`src/rtl/mips_defines.svh`:
```
////////////////////////////////////////////////////////////
// MIPS core widths
// Shared by the packages and the RTL
////////////////////////////////////////////////////////////
`ifndef MIPS_DEFINES_SVH
`define MIPS_DEFINES_SVH

// Data and instruction word
`define MIPS_DATA_W 32

// Register number
`define MIPS_REG_AW 5

// Word address of each on-chip memory (256 words)
`define MIPS_MEM_AW 8

`endif
```
`src/rtl/mipsIsaPkg.sv`:
```
////////////////////////////////////////////////////////////
// MIPS instruction set
// Opcode and funct codes, ALU operations, instruction layout
////////////////////////////////////////////////////////////
`include "mips_defines.svh"

package mipsIsaPkg;

  typedef logic [`MIPS_REG_AW-1:0] regIdx_t;
  typedef logic [`MIPS_DATA_W-1:0] word_t;

  // Primary opcodes kept by this core
  typedef enum logic [5:0] {
    OP_RTYPE = 6'h00,
    OP_ADDI  = 6'h08,
    OP_LW    = 6'h23,
    OP_SW    = 6'h2B
  } opcode_t;

  // R-type funct codes
  typedef enum logic [5:0] {
    FN_ADD = 6'h20,
    FN_SUB = 6'h22,
    FN_AND = 6'h24,
    FN_OR  = 6'h25,
    FN_SLT = 6'h2A
  } funct_t;

  // ALU control encoding
  typedef enum logic [2:0] {
    ALU_AND = 3'b000,
    ALU_OR  = 3'b001,
    ALU_ADD = 3'b010,
    ALU_SUB = 3'b110,
    ALU_SLT = 3'b111
  } aluOp_t;

  // Immediate is the low 16 bits
  typedef struct packed {
    opcode_t    opcode;
    regIdx_t    rs;
    regIdx_t    rt;
    regIdx_t    rd;
    logic [4:0] shamt;
    funct_t     funct;
  } instr_t;

endpackage

```
`src/rtl/mipsPipePkg.sv`:
```
////////////////////////////////////////////////////////////
// Pipeline bundles
// Control word, stage payloads and observation ports
////////////////////////////////////////////////////////////
`include "mips_defines.svh"

package mipsPipePkg;

  // Decoded control for one instruction
  typedef struct packed {
    logic               regWrite;
    logic               memToReg;
    logic               memWrite;
    logic               aluSrc;
    logic               regDst;
    mipsIsaPkg::aluOp_t aluOp;
  } ctrl_t;

  // Fetch to Decode
  typedef struct packed {
    mipsIsaPkg::instr_t instr;
    mipsIsaPkg::word_t  pcPlus4;
  } ifId_t;

  // Decode to Execute
  typedef struct packed {
    ctrl_t               ctrl;
    mipsIsaPkg::word_t   rd1;
    mipsIsaPkg::word_t   rd2;
    mipsIsaPkg::regIdx_t rs;
    mipsIsaPkg::regIdx_t rt;
    mipsIsaPkg::regIdx_t rd;
    mipsIsaPkg::word_t   signImm;
  } idEx_t;

  // Execute to Memory
  typedef struct packed {
    logic                regWrite;
    logic                memToReg;
    logic                memWrite;
    mipsIsaPkg::word_t   aluOut;
    mipsIsaPkg::word_t   writeData;
    mipsIsaPkg::regIdx_t writeReg;
  } exMem_t;

  // Memory to Writeback
  typedef struct packed {
    logic                regWrite;
    mipsIsaPkg::word_t   result;
    mipsIsaPkg::regIdx_t writeReg;
  } memWb_t;

  // Operand source in Execute
  typedef enum logic [1:0] {
    FWD_REG = 2'b00,
    FWD_WB  = 2'b01,
    FWD_MEM = 2'b10
  } fwdSel_t;

  // Register write-back observation
  typedef struct packed {
    logic                valid;
    mipsIsaPkg::regIdx_t addr;
    mipsIsaPkg::word_t   data;
  } regWrite_t;

  // Data memory write observation (word address)
  typedef struct packed {
    logic                    valid;
    logic [`MIPS_MEM_AW-1:0] addr;
    mipsIsaPkg::word_t       data;
  } memWrite_t;

endpackage

```
`src/rtl/hazardUnit.sv`:
```
////////////////////////////////////////////////////////////
// Hazard unit
// Execute forwarding selects and load-use stall
////////////////////////////////////////////////////////////
`timescale 1ns/1ps

module hazardUnit (
  input  mipsIsaPkg::regIdx_t  idRs,
  input  mipsIsaPkg::regIdx_t  idRt,
  input  mipsIsaPkg::regIdx_t  exRs,
  input  mipsIsaPkg::regIdx_t  exRt,
  input  mipsIsaPkg::regIdx_t  memWriteReg,
  input  mipsIsaPkg::regIdx_t  wbWriteReg,
  input  logic                 exMemToReg,
  input  logic                 memRegWrite,
  input  logic                 wbRegWrite,
  output mipsPipePkg::fwdSel_t forwardA,
  output mipsPipePkg::fwdSel_t forwardB,
  output logic                 stall
);
  import mipsIsaPkg::*;
  import mipsPipePkg::*;

  // Newest producer wins, r0 never forwarded
  function automatic fwdSel_t pickSource(
    input regIdx_t src
  );
    fwdSel_t sel;
    if (src != '0 && memRegWrite && src == memWriteReg) begin
      sel = FWD_MEM;
    end else if (src != '0 && wbRegWrite && src == wbWriteReg) begin
      sel = FWD_WB;
    end else begin
      sel = FWD_REG;
    end
    return sel;
  endfunction

  always_comb begin
    forwardA = pickSource(exRs);
    forwardB = pickSource(exRt);
  end

  // Load in Execute feeding the Decode instruction
  assign stall = exMemToReg && ((exRt == idRs) || (exRt == idRt));

endmodule

```
`config.mk`:
```
export PLATFORM = sky130hd
export DESIGN_NAME = hazardUnit
export DESIGN_NICKNAME = d
export VERILOG_FILES = /design/src/rtl/mipsIsaPkg.sv /design/src/rtl/mipsPipePkg.sv /design/src/rtl/hazardUnit.sv
export VERILOG_INCLUDE_DIRS = /design/src /design/src/rtl
export SDC_FILE = /design/constraint.sdc
export NUM_CORES = 1
export LEC_CHECK = 0
export BUFFER_PORTS_ARGS = -buffer_cell sky130_fd_sc_hd__buf_2
export CAP_MARGIN = 10
export CORE_AREA = 3 3 40 42
export DETAILED_ROUTE_END_ITERATION = 16
export DIE_AREA = 0 0 43 45
export PLACE_DENSITY_LB_ADDON = 0.12
export SETUP_SLACK_MARGIN = 0.15
export SLEW_MARGIN = 20
export SYNTH_ARGS = -nofsm -noshare
export SYNTH_HDL_FRONTEND = slang
export SYNTH_SLANG_ARGS = --single-unit
export TNS_END_PERCENT = 30
```
`constraint.sdc`:
```
create_clock -name vclk -period 1.3
set_clock_uncertainty 0.1 [all_clocks]
set_input_delay 0.13 -clock vclk [all_inputs]
set_output_delay 0.13 -clock vclk [all_outputs]
set_load 0.02 [all_outputs]
```
==> impl_metrics.csv <==
group,metric,value,unit
run_status,status,"complete, but fails checks",
run_status,violations,"setup timing",
worst_setup_path,worstSetupStartpointType,"input pin",
timing,period_share,110,%
placement,port_buffers,38,
global_routing,antenna_found_initial,0,
layout,nClkBuffers,0,
timing,hold_viol_final,0,
timing,setup_viol,4,
global_routing,grt_usage,13.4,%
power_and_ir_drop,p_per_area,317,nW/um^2
detailed_routing,drc_errors,0,
clock_network,postCtsHoldBufs,0,
logic_synthesis,ys.warnings.count,0,
layout,seq_cells,0,
logic_synthesis,netlist_top_cells_count,"xnor2_1, xor2_1, nand2_1, nand4_1, buf_2",
timing,rsz0062_at_grt,"true",
logic_synthesis,synth_area,425,sq um
floorplan,row_count,13,
placement,gp_congestion,0.756,
layout,final_core_util,70.1,%
floorplan,fp.dieH,45,microns
detailed_routing,vias_per_cell,4.60,
detailed_routing,ant_nets,0,
min_path,hp-start,"exMemToReg",
layout,antenna_cells,0,
worst_setup_path,path_common_cell,"buf_6",
timing,min_period,1430,ps
logic_synthesis,yosysMostFrequentCell,"xnor2_1",
worst_setup_path,path_max_fanout,3,
logic_synthesis,syn_inst,56,
flow_run,drv_cap,0,
worst_setup_path,crit_path_start,"exRs[2]",
layout,fin_nets,140,
layout,seq_area,0,sq um
detailed_routing,drt-initial-drc-count,0,
timing,worst_slack,-134,ps
global_routing,grt_pass1_wl,2070,microns
floorplan,start_util,33.1,%
logic_synthesis,synth.net_count,89,
worst_setup_path,critPathRequiredTime,1070,ps
floorplan,io_pins,38,
floorplan,core,1280,sq um
timing,whs,528,ps
logic_synthesis,ys_seq_area_share,0,%
detailed_routing,num_vias,552,
timing,fmax,0.697,GHz
worst_setup_path,end_kind,"output port",
global_routing,grt_max_degree,5,
worst_setup_path,crit_buf_inv,2,
min_path,hold_path.class,"in2out",
floorplan,dieArea,1940,sq um
layout,layout-drive-gt1-share,69.5,%
global_routing,gr-total-overflow,0,
detailed_routing,wl_per_cell,12.6,microns
placement,dp.cells,120,
worst_setup_path,path_cells,"buf_6 > or4_4 > nor2_4 > and3b_1 > buf_6",
timing,relSlewSlack,82.1,%
timing,drv_slew,0,
worst_setup_path,crit_family,"simple AND/OR/NAND/NOR gates",
worst_setup_path,cp_slowest_cell,"or4_4",
logic_synthesis,yosysUniqueCellTypes,14,
placement,post-dp-hpwl,1170,microns
power_and_ir_drop,power_leakage,0.000403,uW
worst_setup_path,cpPeakStageDelay,540,ps
logic_synthesis,yosys.area.top_type,"xnor2_1",
logic_synthesis,yosys.area.top_type_share,45.3,%
power_and_ir_drop,ir_drop,0.151,mV
worst_setup_path,critPathKind,"in2out",
worst_setup_path,cp.arrival,1200,ps
detailed_routing,first_pass_iters,1,
global_routing,grt_pass1_vias,490,
layout,fin_cells,120,
floorplan,die_w,43,microns
layout,areaGrowthSynthToFinish,112,%
detailed_routing,wl,1510,microns
logic_synthesis,synth.area.top_cells,"xnor2_1, xor2_1, nand4_1",
logic_synthesis,syn_avg_cell_area,7.60,sq um
timing,max_slew.worst_pin.slew,266,ps
## layout by cell type, fill, tap and decap left out
cell type	Yosys	routed
and3b_2	0	1
nand4_1	4	4
a2111oi_4	0	1
nor4_2	0	2
nand2_1	4	3
nand2_2	0	1
xnor2_1	22	17
xnor2_2	0	5
xor2_1	8	4
or4_4	0	2
buf_2	3	29
a2111oi_2	0	1
buf_6	1	5
o22ai_1	1	1
nor2_4	0	2
and2_1	2	2
xor2_2	0	4
buf_8	0	1
and3b_1	2	1
buf_4	1	19
## metrics by stage
step	instance area, sq um	setup TNS (ps)	total power, uW	setup slack (ps)
after floorplan	460	-149	127	-75.7
after global placement	746	-570	230	-188
after detailed placement	746	-591	232	-202
after CTS	812	-499	255	-130
after global routing	901	-687	308	-192
final	901	-502	285	-134
## kinds of logic after synthesis
family          count (synthesis)  synth area share (%)
buf+inv                         5                  7.94
xor+xnor                       30                  61.8
simple gates                   18                  24.7
compound gates                  3                  5.59
## timing repair
item,in CTS,in global routing
endpoints found under the setup margin,5,5
buffers inserted,0,0
pin swaps,6,9
gates resized for setup,14,16
## report_power, final
group | total [uW] | internal (uW) | leakage, uW | switching (uW)
clock | 0 | 0 | 0 | 0
sequential | 0 | 0 | 0 | 0
combinational | 285 | 161 | 0.000403 | 124
total | 285 | 161 | 0.000403 | 124
## final timing paths
check,end,slack [ps],depth (start not counted)
worst max-delay path,forwardA[1],-130,5
worst min-delay path,stall,530,4
## per-layer routing
layer	up-vias	part of all wire (%)	track usage, %
met5	-	0	0
met4	0	0	0
met3	0	5.2	0
met2	19	52	23.4
met1	249	43	20.0
li1	284	-	-
## layout make-up
cell class / instances / area [sq um]
Tap cell: 15 / 18.8
Multi-Input combinational cell: 51 / 523
Timing Repair Buffer: 54 / 359
Fill cell: 105 / 384
Note: power is estimated with default switching activity, not from simulation.
