===== config.mk =====
export PLATFORM = sky130hd
export DESIGN_NAME = executeStage
export DESIGN_NICKNAME = d
export VERILOG_FILES = /design/src/rtl/mipsIsaPkg.sv /design/src/rtl/mipsPipePkg.sv /design/src/rtl/executeStage.sv
export VERILOG_INCLUDE_DIRS = /design/src /design/src/rtl
export SDC_FILE = /design/constraint.sdc
export NUM_CORES = 1
export LEC_CHECK = 0
export ABC_AREA = 1
export BUFFER_PORTS_ARGS = -buffer_cell sky130_fd_sc_hd__buf_2
export CAP_MARGIN = 30
export CORE_MARGIN = 5
export CORE_UTILIZATION = 58
export DETAILED_ROUTE_END_ITERATION = 12
export PLACE_DENSITY = 0.91
export REMOVE_ABC_BUFFERS = 1
export SLEW_MARGIN = 0
export SYNTH_ARGS = -nofsm -noshare
export SYNTH_HDL_FRONTEND = slang
export SYNTH_SLANG_ARGS = --single-unit

===== constraint.sdc =====
create_clock -name vclk -period 8.42
set_clock_uncertainty 0.05 [all_clocks]
set_input_delay 0 -clock vclk [all_inputs]
set_output_delay 0 -clock vclk [all_outputs]
set_load 0.02 [all_outputs]

===== src/rtl/mips_defines.svh =====
////////////////////////////////////////////////////////////
// MIPS core widths
// Shared by the packages and the RTL
////////////////////////////////////////////////////////////
`ifndef MIPS_DEFINES_SVH
`define MIPS_DEFINES_SVH

// Data and instruction word
`define MIPS_DATA_W 32

// Register number
`define MIPS_REG_AW 5

// Word address of each on-chip memory (256 words)
`define MIPS_MEM_AW 8

`endif

===== src/rtl/mipsIsaPkg.sv =====
////////////////////////////////////////////////////////////
// MIPS instruction set
// Opcode and funct codes, ALU operations, instruction layout
////////////////////////////////////////////////////////////
`include "mips_defines.svh"

package mipsIsaPkg;

  typedef logic [`MIPS_REG_AW-1:0] regIdx_t;
  typedef logic [`MIPS_DATA_W-1:0] word_t;

  // Primary opcodes kept by this core
  typedef enum logic [5:0] {
    OP_RTYPE = 6'h00,
    OP_ADDI  = 6'h08,
    OP_LW    = 6'h23,
    OP_SW    = 6'h2B
  } opcode_t;

  // R-type funct codes
  typedef enum logic [5:0] {
    FN_ADD = 6'h20,
    FN_SUB = 6'h22,
    FN_AND = 6'h24,
    FN_OR  = 6'h25,
    FN_SLT = 6'h2A
  } funct_t;

  // ALU control encoding
  typedef enum logic [2:0] {
    ALU_AND = 3'b000,
    ALU_OR  = 3'b001,
    ALU_ADD = 3'b010,
    ALU_SUB = 3'b110,
    ALU_SLT = 3'b111
  } aluOp_t;

  // Immediate is the low 16 bits
  typedef struct packed {
    opcode_t    opcode;
    regIdx_t    rs;
    regIdx_t    rt;
    regIdx_t    rd;
    logic [4:0] shamt;
    funct_t     funct;
  } instr_t;

endpackage


===== src/rtl/mipsPipePkg.sv =====
////////////////////////////////////////////////////////////
// Pipeline bundles
// Control word, stage payloads and observation ports
////////////////////////////////////////////////////////////
`include "mips_defines.svh"

package mipsPipePkg;

  // Decoded control for one instruction
  typedef struct packed {
    logic               regWrite;
    logic               memToReg;
    logic               memWrite;
    logic               aluSrc;
    logic               regDst;
    mipsIsaPkg::aluOp_t aluOp;
  } ctrl_t;

  // Fetch to Decode
  typedef struct packed {
    mipsIsaPkg::instr_t instr;
    mipsIsaPkg::word_t  pcPlus4;
  } ifId_t;

  // Decode to Execute
  typedef struct packed {
    ctrl_t               ctrl;
    mipsIsaPkg::word_t   rd1;
    mipsIsaPkg::word_t   rd2;
    mipsIsaPkg::regIdx_t rs;
    mipsIsaPkg::regIdx_t rt;
    mipsIsaPkg::regIdx_t rd;
    mipsIsaPkg::word_t   signImm;
  } idEx_t;

  // Execute to Memory
  typedef struct packed {
    logic                regWrite;
    logic                memToReg;
    logic                memWrite;
    mipsIsaPkg::word_t   aluOut;
    mipsIsaPkg::word_t   writeData;
    mipsIsaPkg::regIdx_t writeReg;
  } exMem_t;

  // Memory to Writeback
  typedef struct packed {
    logic                regWrite;
    mipsIsaPkg::word_t   result;
    mipsIsaPkg::regIdx_t writeReg;
  } memWb_t;

  // Operand source in Execute
  typedef enum logic [1:0] {
    FWD_REG = 2'b00,
    FWD_WB  = 2'b01,
    FWD_MEM = 2'b10
  } fwdSel_t;

  // Register write-back observation
  typedef struct packed {
    logic                valid;
    mipsIsaPkg::regIdx_t addr;
    mipsIsaPkg::word_t   data;
  } regWrite_t;

  // Data memory write observation (word address)
  typedef struct packed {
    logic                    valid;
    logic [`MIPS_MEM_AW-1:0] addr;
    mipsIsaPkg::word_t       data;
  } memWrite_t;

endpackage


===== src/rtl/executeStage.sv =====
////////////////////////////////////////////////////////////
// Execute stage
// Operand forwarding, ALU and destination select
////////////////////////////////////////////////////////////
`timescale 1ns/1ps

module executeStage (
  input  mipsPipePkg::idEx_t   idEx,
  input  mipsIsaPkg::word_t    memAluOut,
  input  mipsIsaPkg::word_t    wbResult,
  input  mipsPipePkg::fwdSel_t forwardA,
  input  mipsPipePkg::fwdSel_t forwardB,
  output mipsPipePkg::exMem_t  exMem
);
  import mipsIsaPkg::*;
  import mipsPipePkg::*;

  word_t srcA;
  word_t srcB;
  word_t writeData;
  word_t aluOut;

  // Forwarding mux for one operand
  function automatic word_t pickOperand(
    input fwdSel_t sel,
    input word_t   regVal,
    input word_t   memVal,
    input word_t   wbVal
  );
    word_t val;
    case (sel)
      FWD_MEM: val = memVal;
      FWD_WB:  val = wbVal;
      default: val = regVal;
    endcase
    return val;
  endfunction

  always_comb begin
    srcA      = pickOperand(forwardA, idEx.rd1, memAluOut, wbResult);
    writeData = pickOperand(forwardB, idEx.rd2, memAluOut, wbResult);
    // Immediate for addi, lw, sw
    srcB      = idEx.ctrl.aluSrc ? idEx.signImm : writeData;
  end

  // ALU
  always_comb begin
    case (idEx.ctrl.aluOp)
      ALU_AND: aluOut = srcA & srcB;
      ALU_OR:  aluOut = srcA | srcB;
      ALU_ADD: aluOut = srcA + srcB;
      ALU_SUB: aluOut = srcA - srcB;
      ALU_SLT: aluOut = word_t'($signed(srcA) < $signed(srcB));
      default: aluOut = srcA + srcB;
    endcase
  end

  // Memory payload
  always_comb begin
    exMem.regWrite  = idEx.ctrl.regWrite;
    exMem.memToReg  = idEx.ctrl.memToReg;
    exMem.memWrite  = idEx.ctrl.memWrite;
    exMem.aluOut    = aluOut;
    exMem.writeData = writeData;
    exMem.writeReg  = idEx.ctrl.regDst ? idEx.rd : idEx.rt;
  end

endmodule


==> flow_summary.yaml <==
yosys:
  avgSynthCellArea_um2: 5.21
  synth.area.top_cells: "nand2_1, ha_1, inv_1"
  yosysTopAreaCell: "nand2_1"
  synth_compound_gate_area_share_pct: 27.4
  synth-simple-area-share_pct: 35.4
  synth_top_area_share_pct: 20.0
  synth_top_family_by_area: "simple AND/OR/NAND/NOR gates"
  synth_warnings: 0
  synth_common_cells: "nand2_1, inv_1, o21ai_0"
  synthAdderAreaFrac_pct: 17.2
  synthDistinctLibCells: 42
  yosysMostFrequentCell: "nand2_1"
  synth_area_um2: 7510
  ys_seq_area_share_pct: 0
  muxShareOfSynthArea_pct: 0.750
  syn_inst: 1441
  synth_xor_area_share_pct: 0.817
final_layout:
  fin_util_pct: 69.8
  area_growth_pct: 17.8
  multiInputGateArea_um2: 6120
  diodes: 0
  drive_gt1_share_pct: 17.7
  clkbuf_count: 0
  fillers: 1234
  seq_cell_count: 0
  finalNetCount: 1937
  seqCellArea_um2: 0
  finalInstanceArea_um2: 8840
floorplan:
  die_x_um: 124
  start_util_pct: 59.2
  die_height_um: 124
  rows: 41
  die_area_um2: 15300
  core_area_um2: 12700
  ios: 259
worst_setup_path:
  crit_path_start: "forwardB[0]"
  crit_path_end_kind: "primary output"
  cp_data_required_time_ns: 8.37
  path_class: "in -> out"
  cpMostUsedCell: "nand2_1"
  path_cells: "buf_2 > inv_1 > ha_1 > buf_4 > inv_1 > o21ai_0 > o21ai_0 > ha_1 > inv_1 > fa_1 > nand2_1 > nand2_1 > nand3_1 > nand2_1 > nand2_1 > nand3b_1 > nand3_1 > nand2_1 > nand2_1 > nand3_1 > nand3_1 > buf_2"
  worst-path-buf-inv: 6
  cp-start-kind: "primary input"
  slowest_stage: "inv_1"
  arrival_ns: 4.35
  critPathMaxStageDelay_ns: 0.79
  crit_fanout: 33
  cp_top_family: "buffers and inverters"
  cp.depth: 22
sta:
  tightest_slew_ns: 1.01
  rsz0062_at_grt: "no"
  slew-limit-headroom_pct: 32.3
  finalSetupViolations: 0
  post-route-min-period_ns: 4.40
  final.setup.worst_slack_ns: 4.02
  tns_ns: 0
  min_period_over_period_pct: 52.3
  whs_ns: 0.295
  maxSlewViolCount: 0
  finalHoldViolations: 0
  fmax_mhz: 227
power:
  power.density_nw_per_um2: 134
  ir_worst_vdd_v: 0.0000875
  p_leak_nw: 5.41
min_path:
  min_path_cells: 4
  min-delay-start: "idEx[52]"
  hp-class: "in -> out"
global_routing:
  use_met1_pct: 51.9
  grt_use_total_pct: 37.9
  grt_util_met3_pct: 7.49
  antenna_found_initial: 1
  top_usage_layer: "met2"
  grt_overflow: 0
  grt_pass1_wl_mm: 46.8
  gr-usage-met2_pct: 59.4
  grt_pass1_vias: 9873
  grt_start_max_net_pins: 65
place:
  place_congestion: 1.05
  io_buffers: 248
  place_ws_ns: 4.19
  dp_hpwl_mm: 24.8
  dpl_cell_area_um2: 8810
detailed_routing:
  wl_per_cell_um: 16.6
  vias_per_cell: 5.80
  firstDrtPassIters: 6
  drt_iter0_drc: 1137
  drcViolationCount: 0
  final_antenna_net_count: 0
  totalWireLength_mm: 30.2
  vias: 10600
status:
  status: "finished, final reports clean"
job:
  max_cap_violations: 0
-- stage by stage --
step | power [W] | cells
2_1_floorplan | 0.000786 | 1385
3_3_place_gp | 0.00113 | 1814
3_5_place_dp | 0.00115 | 1815
4_1_cts | 0.00115 | 1818
5_1_grt | 0.00130 | 1818
6_report | 0.00119 | 1818
-- cell usage in the layout (no fill, tap or decap), types with 4 or more instances in the layout --
master,count
nand2_1,399
o21ai_0,144
nand3_1,83
ha_1,100
a221o_1,62
o2111ai_1,4
nand2_2,6
o21bai_1,8
a21oi_1,75
xor2_1,7
o21ai_1,9
mux2_2,5
buf_4,9
inv_2,9
o22ai_1,14
inv_1,294
nor2_1,113
nand3b_1,16
buf_2,248
nand4_1,8
-- where the power goes --
part           leakage, nW  switching (W)  internal (W)
Sequential               0              0             0
Clock                    0              0             0
Combinational         5.41       0.000810      0.000378
-- timing repair --
| action | CTS | global route |
|---|---|---|
| hold endpoints to repair | 3 | 0 |
| hold buffers | 3 | 0 |
| buffers inserted | 0 | 0 |
| gates resized for setup | 0 | 0 |
-- final cells by class --
cell class | count | area share, %
inverter | 303 | 12.9
tap | 172 | 2.43
timing repair buffer | 261 | 15.5
multi-input combinational | 1082 | 69.2
-- kinds of logic after synthesis --
kind of cell    count (synthesis)
fa+ha+maj                     102
xor+xnor                        7
mux                             5
simple gates                  639
compound gates                329
buf+inv                       359
-- worst paths after layout --
kind	end	slack, ns
max	exMem[59]	4.02
min	exMem[10]	0.30
-- per-layer routing --
| layer | up-vias | wire (um) |
|---|---|---|
| li1 | 5057 | - |
| met1 | 4733 | 12200 |
| met2 | 659 | 12800 |
| met3 | 101 | 4000 |
| met4 | 0 | 1180 |
| met5 | - | 0 |
No activity file was read; power rests on OpenSTA's default activity.
