File: src/rtl/mips_defines.svh
////////////////////////////////////////////////////////////
// MIPS core widths
// Shared by the packages and the RTL
////////////////////////////////////////////////////////////
`ifndef MIPS_DEFINES_SVH
`define MIPS_DEFINES_SVH

// Data and instruction word
`define MIPS_DATA_W 32

// Register number
`define MIPS_REG_AW 5

// Word address of each on-chip memory (256 words)
`define MIPS_MEM_AW 8

`endif
File: src/rtl/mipsIsaPkg.sv
////////////////////////////////////////////////////////////
// MIPS instruction set
// Opcode and funct codes, ALU operations, instruction layout
////////////////////////////////////////////////////////////
`include "mips_defines.svh"

package mipsIsaPkg;

  typedef logic [`MIPS_REG_AW-1:0] regIdx_t;
  typedef logic [`MIPS_DATA_W-1:0] word_t;

  // Primary opcodes kept by this core
  typedef enum logic [5:0] {
    OP_RTYPE = 6'h00,
    OP_ADDI  = 6'h08,
    OP_LW    = 6'h23,
    OP_SW    = 6'h2B
  } opcode_t;

  // R-type funct codes
  typedef enum logic [5:0] {
    FN_ADD = 6'h20,
    FN_SUB = 6'h22,
    FN_AND = 6'h24,
    FN_OR  = 6'h25,
    FN_SLT = 6'h2A
  } funct_t;

  // ALU control encoding
  typedef enum logic [2:0] {
    ALU_AND = 3'b000,
    ALU_OR  = 3'b001,
    ALU_ADD = 3'b010,
    ALU_SUB = 3'b110,
    ALU_SLT = 3'b111
  } aluOp_t;

  // Immediate is the low 16 bits
  typedef struct packed {
    opcode_t    opcode;
    regIdx_t    rs;
    regIdx_t    rt;
    regIdx_t    rd;
    logic [4:0] shamt;
    funct_t     funct;
  } instr_t;

endpackage

File: src/rtl/mipsPipePkg.sv
////////////////////////////////////////////////////////////
// Pipeline bundles
// Control word, stage payloads and observation ports
////////////////////////////////////////////////////////////
`include "mips_defines.svh"

package mipsPipePkg;

  // Decoded control for one instruction
  typedef struct packed {
    logic               regWrite;
    logic               memToReg;
    logic               memWrite;
    logic               aluSrc;
    logic               regDst;
    mipsIsaPkg::aluOp_t aluOp;
  } ctrl_t;

  // Fetch to Decode
  typedef struct packed {
    mipsIsaPkg::instr_t instr;
    mipsIsaPkg::word_t  pcPlus4;
  } ifId_t;

  // Decode to Execute
  typedef struct packed {
    ctrl_t               ctrl;
    mipsIsaPkg::word_t   rd1;
    mipsIsaPkg::word_t   rd2;
    mipsIsaPkg::regIdx_t rs;
    mipsIsaPkg::regIdx_t rt;
    mipsIsaPkg::regIdx_t rd;
    mipsIsaPkg::word_t   signImm;
  } idEx_t;

  // Execute to Memory
  typedef struct packed {
    logic                regWrite;
    logic                memToReg;
    logic                memWrite;
    mipsIsaPkg::word_t   aluOut;
    mipsIsaPkg::word_t   writeData;
    mipsIsaPkg::regIdx_t writeReg;
  } exMem_t;

  // Memory to Writeback
  typedef struct packed {
    logic                regWrite;
    mipsIsaPkg::word_t   result;
    mipsIsaPkg::regIdx_t writeReg;
  } memWb_t;

  // Operand source in Execute
  typedef enum logic [1:0] {
    FWD_REG = 2'b00,
    FWD_WB  = 2'b01,
    FWD_MEM = 2'b10
  } fwdSel_t;

  // Register write-back observation
  typedef struct packed {
    logic                valid;
    mipsIsaPkg::regIdx_t addr;
    mipsIsaPkg::word_t   data;
  } regWrite_t;

  // Data memory write observation (word address)
  typedef struct packed {
    logic                    valid;
    logic [`MIPS_MEM_AW-1:0] addr;
    mipsIsaPkg::word_t       data;
  } memWrite_t;

endpackage

File: src/rtl/decodeStage.sv
////////////////////////////////////////////////////////////
// Decode stage
// Register file, field extraction, sign extension
////////////////////////////////////////////////////////////
`timescale 1ns/1ps
`include "mips_defines.svh"

module decodeStage (
  input  logic                clk,
  input  logic                ci_rst,
  input  mipsIsaPkg::instr_t  instr,
  input  mipsPipePkg::ctrl_t  ctrl,
  input  mipsPipePkg::memWb_t wb,
  output mipsPipePkg::idEx_t  idEx
);
  import mipsIsaPkg::*;
  import mipsPipePkg::*;

  localparam int REG_N = 2 ** `MIPS_REG_AW;

  word_t regFile [REG_N];
  logic  wbWrites;

  // r0 is hardwired zero
  assign wbWrites = wb.regWrite && (wb.writeReg != '0);

  // Written in Writeback
  always_ff @(posedge clk or posedge ci_rst) begin
    if (ci_rst) begin
      for (int i = 0; i < REG_N; i++) begin
        regFile[i] <= '0;
      end
    end else if (wbWrites) begin
      regFile[wb.writeReg] <= wb.result;
    end
  end

  // Reads see the same-cycle Writeback value
  always_comb begin
    idEx.ctrl    = ctrl;
    idEx.rs      = instr.rs;
    idEx.rt      = instr.rt;
    idEx.rd      = instr.rd;
    idEx.rd1     = (wbWrites && wb.writeReg == instr.rs) ? wb.result : regFile[instr.rs];
    idEx.rd2     = (wbWrites && wb.writeReg == instr.rt) ? wb.result : regFile[instr.rt];
    // Sign extend low half
    idEx.signImm = {{16{instr[15]}}, instr[15:0]};
  end

endmodule

File: config.mk
export PLATFORM = sky130hd
export DESIGN_NAME = decodeStage
export DESIGN_NICKNAME = d
export VERILOG_FILES = /design/src/rtl/mipsIsaPkg.sv /design/src/rtl/mipsPipePkg.sv /design/src/rtl/decodeStage.sv
export VERILOG_INCLUDE_DIRS = /design/src /design/src/rtl
export SDC_FILE = /design/constraint.sdc
export NUM_CORES = 2
export LEC_CHECK = 0
export ABC_AREA = 0
export BUFFER_PORTS_ARGS = -buffer_cell sky130_fd_sc_hd__clkbuf_2
export CAP_MARGIN = 20
export CORE_MARGIN = 5
export CORE_UTILIZATION = 65
export DETAILED_ROUTE_END_ITERATION = 10
export GPL_TIMING_DRIVEN = 1
export HOLD_SLACK_MARGIN = 0.05
export PLACE_DENSITY = 0.83
export REMOVE_ABC_BUFFERS = 1
export SLEW_MARGIN = 40
export SYNTH_ARGS = -nofsm -noshare
export SYNTH_HDL_FRONTEND = slang
export SYNTH_SLANG_ARGS = --single-unit
export TNS_END_PERCENT = 1
File: constraint.sdc
create_clock -name clk -period 55.2 [get_ports clk]
set_input_delay 2.76 -clock clk [delete_from_list [all_inputs] [get_ports clk]]
set_output_delay 2.76 -clock clk [all_outputs]
set_load 0.05 [all_outputs]
==> results.json <==
{
  "final_antenna_net_count": 0,
  "min_path_type": "reg2reg",
  "hold_viol": 0,
  "layout_commonest_cell": "mux2_2",
  "path_common_cell": "buf_6",
  "path_delay_family": "buffers and inverters",
  "core_area_um2": 82100,
  "h-tree-depth": 3,
  "top_layer_used": "met5",
  "clk_latency_ns": 0.66,
  "critPathKind": "in2out",
  "syn-cell-area_um2": 53800,
  "cp-start-kind": "input port",
  "met1_length_um": 57200,
  "routed_via_density": 7.71,
  "drc": 0,
  "pin_count": 199,
  "antenna_found_initial": 3,
  "clock_sinks": 1024,
  "ys_types": 40,
  "largest_reg_flops": 1024,
  "max_freq_mhz": 105,
  "die-area_um2": 88700,
  "rsz0062_at_grt": "no",
  "grt_overflow_total": 0,
  "cts_root_buffer": "clkbuf_16",
  "largest-register": "regFile",
  "setup_tns_ns": 0,
  "die_w_um": 298,
  "whs_ns": 0.394,
  "place_hpwl_um": 84300,
  "final_cells": 4496,
  "grt_use_total_pct": 35.8,
  "postPlaceCellArea_um2": 54600,
  "gp_congestion": 0.813,
  "synth_edf_count": 0,
  "met2_length_um": 73200,
  "yosysSeqAreaShare_pct": 47.6,
  "fin_crit_sh_pct": 17.3,
  "period_needed_ns": 9.57,
  "tightest_slew_ns": 0.921,
  "path_max_fanout": 67,
  "cts_buffers": 106,
  "fin_area_um2": 58300,
  "cts_hold_buf": 0,
  "crit_slowest_cell": "buf_4",
  "synth_flop_cell": "dfrtp_1",
  "grt_max_degree": 137,
  "drive_gt1_share_pct": 57.6,
  "syn2layout_area_growth_pct": 8.31,
  "cts_tree": "done",
  "nFillCells": 4862,
  "power_density_nw_per_um2": 37.7,
  "status": "finished, final reports clean",
  "placed_cells": 4298,
  "end_kind": "output port",
  "rows": 105,
  "crit_buf_inv": 5,
  "initial_core_util_pct": 65.5,
  "syn_inst": 3490,
  "wl_per_cell_um": 35.2,
  "p_leak_nw": 25.1,
  "cts.path.max_buffers": 3,
  "nets": 3417,
  "postSynth.asyncResetShare_pct": 100,
  "largestRegisters": "regFile: 1024 flops",
  "ir_drop_v": 0.0000238,
  "cp_cell_sequence": "buf_8 > buf_6 > buf_4 > buf_6 > mux4_2 > o22ai_1 > nor4_1 > mux2_2 > clkbuf_2",
  "grt_pass1_wl_um": 238000,
  "setup_viol": 0,
  "synth_warnings": 0,
  "drv_slew": 0,
  "dieHeight_um": 298,
  "cts.repair.resized": 0,
  "firstDrtPassIters": 7,
  "drt_iter0_drc": 4129,
  "maxCapViolations": 0,
  "slew_headroom_pct": 38.6,
  "synth_seq_cells": 1024,
  "grt_pass1_vias": 36800,
  "worstPathRequired_ns": 52.44,
  "vias": 34700,
  "finalWirelength_um": 158000,
  "slowest_delay_ns": 0.72,
  "port_buffers": 123,
  "r2r_slack_ns": 54.37,
  "clk_pin_slew_ns": 0.06,
  "postCtsSetupBuffers": 0,
  "synth.avg_cell_area_um2": 15.4,
  "power_mw": 2.20,
  "final_cell_mix": "mux2_2, dfrtp_1, mux4_2, o22ai_1, clkbuf_2",
  "skew_ns": 0,
  "wl_met3_um": 20000,
  "cp.arrival_ns": 6.81
}
stage by stage:
stage	utilization (%)	setup WS, ns
after CTS	70.9	45.28
after global placement	66.2	45.30
after detailed placement	66.5	45.29
final	71.0	45.63
after floorplan	-	23.62
after global routing	71.0	45.62
power by group:
group / switching (mW) / total (mW) / internal [mW] / leakage (nW)
Clock: 0.303 / 0.749 / 0.447 / 1.80
Combinational: 0.191 / 0.448 / 0.258 / 10.2
Sequential: 0.107 / 1.00 / 0.893 / 13.2
Total: 0.601 / 2.20 / 1.60 / 25.1
per-layer routing:
metal  GRT usage (%)  vias up
met4            16.1        2
met5           0.216        -
met1            48.1    18500
li1                -    13300
met2            53.8     2370
met3            12.3      509
cell families (layout without fill, tap and decap cells):
family	count (synthesis)	in the layout	share of synthesized area (%)
AO/OA/AOI/OAI	274	274	3.18
XOR/XNOR	10	10	0.163
buffers and inverters	469	401	4.08
flip-flops	1024	1024	47.6
multiplexers	1553	1553	43.2
other	0	4	0
AND/OR/NAND/NOR	160	160	1.79
cell type report:
class | instances | area (um2) | area share, %
timing repair buffer | 204 | 1490 | 2.55
multi-input combinational | 1997 | 26200 | 44.9
clock inverter | 35 | 477 | 0.818
inverter | 4 | 27.5 | 0.0472
antenna | 4 | 10.0 | 0.0172
clock buffer | 158 | 3170 | 5.44
tap | 1070 | 1340 | 2.30
sequential | 1024 | 25600 | 44.0
worst paths after layout:
| check | start | end | depth (start not counted) |
|---|---|---|---|
| worst max-delay path | instr[22] | idEx[102] | 9 |
| worst min-delay path | regFile[1013] | regFile[1013] | 0 |
| worst max register to register | regFile[275] | regFile[275] | 1 |
| worst min register to register | regFile[1013] | regFile[1013] | 0 |
| max in group asynchronous | ci_rst | regFile[604] | 7 |
| min in group asynchronous | ci_rst | regFile[557] | 2 |
Yosys cell counts (8+ instances only):
master	count	area, um2
nand2_1	32	120
buf_2	148	741
clkbuf_1	221	830
mux2_2	1039	11700
nor2_1	17	63.8
dfrtp_1	1024	25600
nand3_1	8	40.0
nor4_1	60	375
nand3b_1	11	82.6
buf_4	66	495
mux4_2	511	11500
o21ai_0	16	80.1
buf_1	30	113
o22ai_1	249	1560
Note: power is estimated with default switching activity, not from simulation.
