==> src/rtl/mips_defines.svh <==
////////////////////////////////////////////////////////////
// MIPS core widths
// Shared by the packages and the RTL
////////////////////////////////////////////////////////////
`ifndef MIPS_DEFINES_SVH
`define MIPS_DEFINES_SVH

// Data and instruction word
`define MIPS_DATA_W 32

// Register number
`define MIPS_REG_AW 5

// Word address of each on-chip memory (256 words)
`define MIPS_MEM_AW 8

`endif
==> src/rtl/mipsIsaPkg.sv <==
////////////////////////////////////////////////////////////
// MIPS instruction set
// Opcode and funct codes, ALU operations, instruction layout
////////////////////////////////////////////////////////////
`include "mips_defines.svh"

package mipsIsaPkg;

  typedef logic [`MIPS_REG_AW-1:0] regIdx_t;
  typedef logic [`MIPS_DATA_W-1:0] word_t;

  // Primary opcodes kept by this core
  typedef enum logic [5:0] {
    OP_RTYPE = 6'h00,
    OP_ADDI  = 6'h08,
    OP_LW    = 6'h23,
    OP_SW    = 6'h2B
  } opcode_t;

  // R-type funct codes
  typedef enum logic [5:0] {
    FN_ADD = 6'h20,
    FN_SUB = 6'h22,
    FN_AND = 6'h24,
    FN_OR  = 6'h25,
    FN_SLT = 6'h2A
  } funct_t;

  // ALU control encoding
  typedef enum logic [2:0] {
    ALU_AND = 3'b000,
    ALU_OR  = 3'b001,
    ALU_ADD = 3'b010,
    ALU_SUB = 3'b110,
    ALU_SLT = 3'b111
  } aluOp_t;

  // Immediate is the low 16 bits
  typedef struct packed {
    opcode_t    opcode;
    regIdx_t    rs;
    regIdx_t    rt;
    regIdx_t    rd;
    logic [4:0] shamt;
    funct_t     funct;
  } instr_t;

endpackage

==> src/rtl/mipsPipePkg.sv <==
////////////////////////////////////////////////////////////
// Pipeline bundles
// Control word, stage payloads and observation ports
////////////////////////////////////////////////////////////
`include "mips_defines.svh"

package mipsPipePkg;

  // Decoded control for one instruction
  typedef struct packed {
    logic               regWrite;
    logic               memToReg;
    logic               memWrite;
    logic               aluSrc;
    logic               regDst;
    mipsIsaPkg::aluOp_t aluOp;
  } ctrl_t;

  // Fetch to Decode
  typedef struct packed {
    mipsIsaPkg::instr_t instr;
    mipsIsaPkg::word_t  pcPlus4;
  } ifId_t;

  // Decode to Execute
  typedef struct packed {
    ctrl_t               ctrl;
    mipsIsaPkg::word_t   rd1;
    mipsIsaPkg::word_t   rd2;
    mipsIsaPkg::regIdx_t rs;
    mipsIsaPkg::regIdx_t rt;
    mipsIsaPkg::regIdx_t rd;
    mipsIsaPkg::word_t   signImm;
  } idEx_t;

  // Execute to Memory
  typedef struct packed {
    logic                regWrite;
    logic                memToReg;
    logic                memWrite;
    mipsIsaPkg::word_t   aluOut;
    mipsIsaPkg::word_t   writeData;
    mipsIsaPkg::regIdx_t writeReg;
  } exMem_t;

  // Memory to Writeback
  typedef struct packed {
    logic                regWrite;
    mipsIsaPkg::word_t   result;
    mipsIsaPkg::regIdx_t writeReg;
  } memWb_t;

  // Operand source in Execute
  typedef enum logic [1:0] {
    FWD_REG = 2'b00,
    FWD_WB  = 2'b01,
    FWD_MEM = 2'b10
  } fwdSel_t;

  // Register write-back observation
  typedef struct packed {
    logic                valid;
    mipsIsaPkg::regIdx_t addr;
    mipsIsaPkg::word_t   data;
  } regWrite_t;

  // Data memory write observation (word address)
  typedef struct packed {
    logic                    valid;
    logic [`MIPS_MEM_AW-1:0] addr;
    mipsIsaPkg::word_t       data;
  } memWrite_t;

endpackage

==> src/rtl/controlUnit.sv <==
////////////////////////////////////////////////////////////
// Control unit
// Main decoder and ALU decoder
////////////////////////////////////////////////////////////
`timescale 1ns/1ps

module controlUnit (
  input  mipsIsaPkg::instr_t instr,
  output mipsPipePkg::ctrl_t ctrl
);
  import mipsIsaPkg::*;
  import mipsPipePkg::*;

  logic   isRtype;
  logic   functOk;
  aluOp_t rtypeOp;
  ctrl_t  mainCtrl;

  // Main decoder
  // Unknown opcode stays all zero
  always_comb begin
    mainCtrl = '0;
    isRtype  = 1'b0;
    case (instr.opcode)
      OP_RTYPE: begin
        isRtype           = 1'b1;
        mainCtrl.regWrite = 1'b1;
        mainCtrl.regDst   = 1'b1;
      end
      OP_LW: begin
        mainCtrl.regWrite = 1'b1;
        mainCtrl.memToReg = 1'b1;
        mainCtrl.aluSrc   = 1'b1;
        mainCtrl.aluOp    = ALU_ADD;
      end
      OP_SW: begin
        mainCtrl.memWrite = 1'b1;
        mainCtrl.aluSrc   = 1'b1;
        mainCtrl.aluOp    = ALU_ADD;
      end
      OP_ADDI: begin
        mainCtrl.regWrite = 1'b1;
        mainCtrl.aluSrc   = 1'b1;
        mainCtrl.aluOp    = ALU_ADD;
      end
      default: mainCtrl = '0;
    endcase
  end

  // ALU decoder for R-type funct
  always_comb begin
    functOk = 1'b1;
    case (instr.funct)
      FN_ADD: rtypeOp = ALU_ADD;
      FN_SUB: rtypeOp = ALU_SUB;
      FN_AND: rtypeOp = ALU_AND;
      FN_OR:  rtypeOp = ALU_OR;
      FN_SLT: rtypeOp = ALU_SLT;
      default: begin
        functOk = 1'b0;
        rtypeOp = ALU_ADD;
      end
    endcase
  end

  // All-zero word lands here as R-type with funct 0
  always_comb begin
    ctrl = mainCtrl;
    if (isRtype) begin
      ctrl.aluOp = rtypeOp;
      if (!functOk) begin
        ctrl = '0;
      end
    end
  end

endmodule

==> config.mk <==
export PLATFORM = sky130hd
export DESIGN_NAME = controlUnit
export DESIGN_NICKNAME = d
export VERILOG_FILES = /design/src/rtl/mipsIsaPkg.sv /design/src/rtl/mipsPipePkg.sv /design/src/rtl/controlUnit.sv
export VERILOG_INCLUDE_DIRS = /design/src /design/src/rtl
export SDC_FILE = /design/constraint.sdc
export NUM_CORES = 1
export LEC_CHECK = 0
export BUFFER_PORTS_ARGS = -buffer_cell sky130_fd_sc_hd__buf_2
export CORE_AREA = 8 8 45 47
export DETAILED_ROUTE_END_ITERATION = 12
export DIE_AREA = 0 0 53 55
export GPL_ROUTABILITY_DRIVEN = 0
export PLACE_DENSITY = 0.51
export RECOVER_POWER = 25
export REMOVE_ABC_BUFFERS = 1
export SYNTH_ARGS = -nofsm -noshare
export SYNTH_HDL_FRONTEND = slang
export SYNTH_SLANG_ARGS = --single-unit
==> constraint.sdc <==
create_clock -name vclk -period 1
set_clock_uncertainty 0.2 [all_clocks]
set_input_delay 0.05 -clock vclk [all_inputs]
set_output_delay 0.05 -clock vclk [all_outputs]
set_load 0.005 [all_outputs]
==> metrics.json <==
{
  "worst_hold_path": {
    "worstHoldPathCells": 3,
    "holdCritPathClass": "input pin to output port",
    "min_delay_worst_endpoint": "ctrl[3]",
    "hold_startpoint": "instr[29]"
  },
  "sta": {
    "fin_crit_ns": 1.21,
    "maxClockFrequency_mhz": 825,
    "setup-violations-final": 7,
    "final_critical_path_setup_slack_ns": -0.212,
    "worst_slew_pin_slew_ns": 0.342,
    "slew_headroom": 0.771,
    "rsz0062_at_grt": "true",
    "hold_viol": 0,
    "slew_viol_final": 0,
    "timing.final.crit_share": 1.21,
    "holdWs_ns": 0.181
  },
  "global_routing": {
    "grt_start_max_net_pins": 7,
    "gr-usage-met3": 0.0107,
    "grt_antenna_before_repair": 0,
    "grtUsageMet1": 0.0574,
    "first_global_vias": 335,
    "total_grt_overflow": 0,
    "globalRouteMet2Util": 0.109,
    "grt_most_used_layer": "met2",
    "track_usage": 0.0534,
    "grt_first_pass_wirelength_microns": 1280
  },
  "drt": {
    "first_pass_iters": 4,
    "wirelength_microns": 820,
    "drt_iter0_drc": 5,
    "drtAntennaViolNets": 0,
    "routedWlPerCell_microns": 11.5,
    "post-route-drc-count": 0,
    "post_drt_via_cell_ratio": 4.52,
    "vias": 321
  },
  "cells_and_area": {
    "postLayoutCellArea_sq_um": 420,
    "final_net_count": 89,
    "multi_input_area_sq_um": 198,
    "antennaDiodeCount": 0,
    "layout.cells.non_filler": 71,
    "layout.filler_cells": 153,
    "ratio_of_cells_with_drive_above_1_in_the_final_layout": 0.673,
    "seq_cell_count": 0,
    "seq_area_sq_um": 0,
    "area_growth_pct": 160,
    "clk_buf_instances": 0
  },
  "synthesis": {
    "yosys.cell_count.top_type": "sky130_fd_sc_hd__nor2_1",
    "synth_area_leader_cell": "sky130_fd_sc_hd__a221oi_1",
    "ys_types": 17,
    "synthesis.area_sq_um": 161,
    "syn_avg_cell_area_sq_um": 5.98,
    "yosysWarnings": 0,
    "proportion_of_netlist_area_held_by_the_largest_area_contributor": 0.109,
    "yosysSeqAreaShare": 0,
    "synth_top_cells_by_area": "sky130_fd_sc_hd__a221oi_1 (11%), sky130_fd_sc_hd__nor2_1 (9.3%), sky130_fd_sc_hd__a31oi_1 (7.8%), sky130_fd_sc_hd__nand2b_1 (7.8%), sky130_fd_sc_hd__nor2b_1 (7.8%)",
    "post_synth_inst_count": 27
  },
  "setup_path": {
    "required_ns": 0.75,
    "crit_path_max_incr_delay_ns": 0.40,
    "start_kind": "input pin",
    "critPathArrivalTime_ns": 0.96,
    "capturing_element_type_of_the_critical_path": "output port",
    "cp_num_buf_inv": 2,
    "critical_path.cell_chain": "buf_6, or3_4, a221oi_2, buf_2",
    "critical_path.slowest_cell": "sky130_fd_sc_hd__or3_4",
    "path_delay_family": "simple AND/OR/NAND/NOR gates",
    "critPathKind": "input pin to output port",
    "crit_path_max_fanout": 3
  },
  "power_and_ir_drop": {
    "power.leakage_nw": 0.195,
    "power_density_nw_per_um2": 302,
    "worst_ir_drop_vdd_v": 0.0000963,
    "post-layout-total-power_w": 0.000127
  },
  "die": {
    "die_x_microns": 53,
    "initial_utilization": 0.117,
    "dieHeight_microns": 55,
    "die_area_sq_um": 2920,
    "core_region_area_sq_um": 1380,
    "io_pins": 40,
    "placement_rows": 14
  },
  "placed_design": {
    "buffer_ports.inserted": 20,
    "dp_worst_setup_slack_ns": -0.244,
    "placed_cells": 68,
    "placed_inst_area_sq_um": 322
  },
  "job": {
    "cap_viol_max_count": 0
  },
  "run_status": {
    "outcome": "complete, but fails checks",
    "violations": "setup timing"
  },
  "clocking": {
    "cts.hold.buffers_added": 0
  }
}
per-layer routing:
| metal | share of wire | up-vias |
|---|---|---|
| met5 | 0 | - |
| met4 | 0 | 0 |
| met3 | 0.082 | 0 |
| met2 | 0.54 | 13 |
| met1 | 0.38 | 148 |
| li1 | - | 160 |
cell families after synthesis:
group                  synth area share
AOI/OAI and AO/OA                 0.264
and+or+nand+nor                   0.682
buffers and inverters            0.0542
per-stage QoR:
step            util  TNS [ns]
4_1_cts        0.269    -0.769
3_5_place_dp   0.232     -1.29
2_1_floorplan      -  -0.00463
5_1_grt        0.304     -1.24
3_3_place_gp   0.232     -1.22
6_report       0.304    -0.916
layout by cell type, fill, tap and decap left out:
cell type and count:
sky130_fd_sc_hd__nor4_1 1, sky130_fd_sc_hd__nor3_4 1, sky130_fd_sc_hd__nor3_2 1, sky130_fd_sc_hd__a21oi_2 1, sky130_fd_sc_hd__nand2b_4 1, sky130_fd_sc_hd__nor2b_2 1
sky130_fd_sc_hd__nor4bb_1 1, sky130_fd_sc_hd__clkbuf_1 1, sky130_fd_sc_hd__a221oi_2 2, sky130_fd_sc_hd__buf_6 6, sky130_fd_sc_hd__nand2b_1 1, sky130_fd_sc_hd__nand4b_1 1
sky130_fd_sc_hd__inv_1 1, sky130_fd_sc_hd__or2_4 1, sky130_fd_sc_hd__o211ai_1 1, sky130_fd_sc_hd__nand3_1 2, sky130_fd_sc_hd__nor2_1 4, sky130_fd_sc_hd__buf_2 15
sky130_fd_sc_hd__a31oi_1 2, sky130_fd_sc_hd__or3_4 1, sky130_fd_sc_hd__buf_4 7, sky130_fd_sc_hd__nand2_1 2, sky130_fd_sc_hd__nor2b_1 1
what timing repair did:
action,4_1_cts,5_1_grt
buffers inserted,1,2
pin swaps,10,6
gates resized for setup,8,7
endpoints found under the setup margin,7,8
gates cloned,0,0
final cells by class:
class / instances / area share
multi-input combinational: 25 / 0.470
timing repair buffer: 29 / 0.473
inverter: 1 / 0.00893
tap: 16 / 0.0476
where the power goes:
group	total (W)	leakage (nW)	internal (W)	switching, W
sequential	0	0	0	0
combinational	0.000127	0.195	0.0000734	0.0000534
clock	0	0	0	0
total	0.000127	0.195	0.0000734	0.0000534
how the worst max path moves through the flow:
stage,start,end,slack [ns],depth (start not counted)
3_3_place_gp,instr[31],ctrl[1],-0.23,4
6_report,instr[27],ctrl[7],-0.21,4
3_5_place_dp,instr[31],ctrl[7],-0.24,4
2_1_floorplan,instr[31],ctrl[1],-0.002,2
4_1_cts,instr[27],ctrl[7],-0.17,4
5_1_grt,instr[27],ctrl[1],-0.27,4
Power figures use the tool's default switching activity.
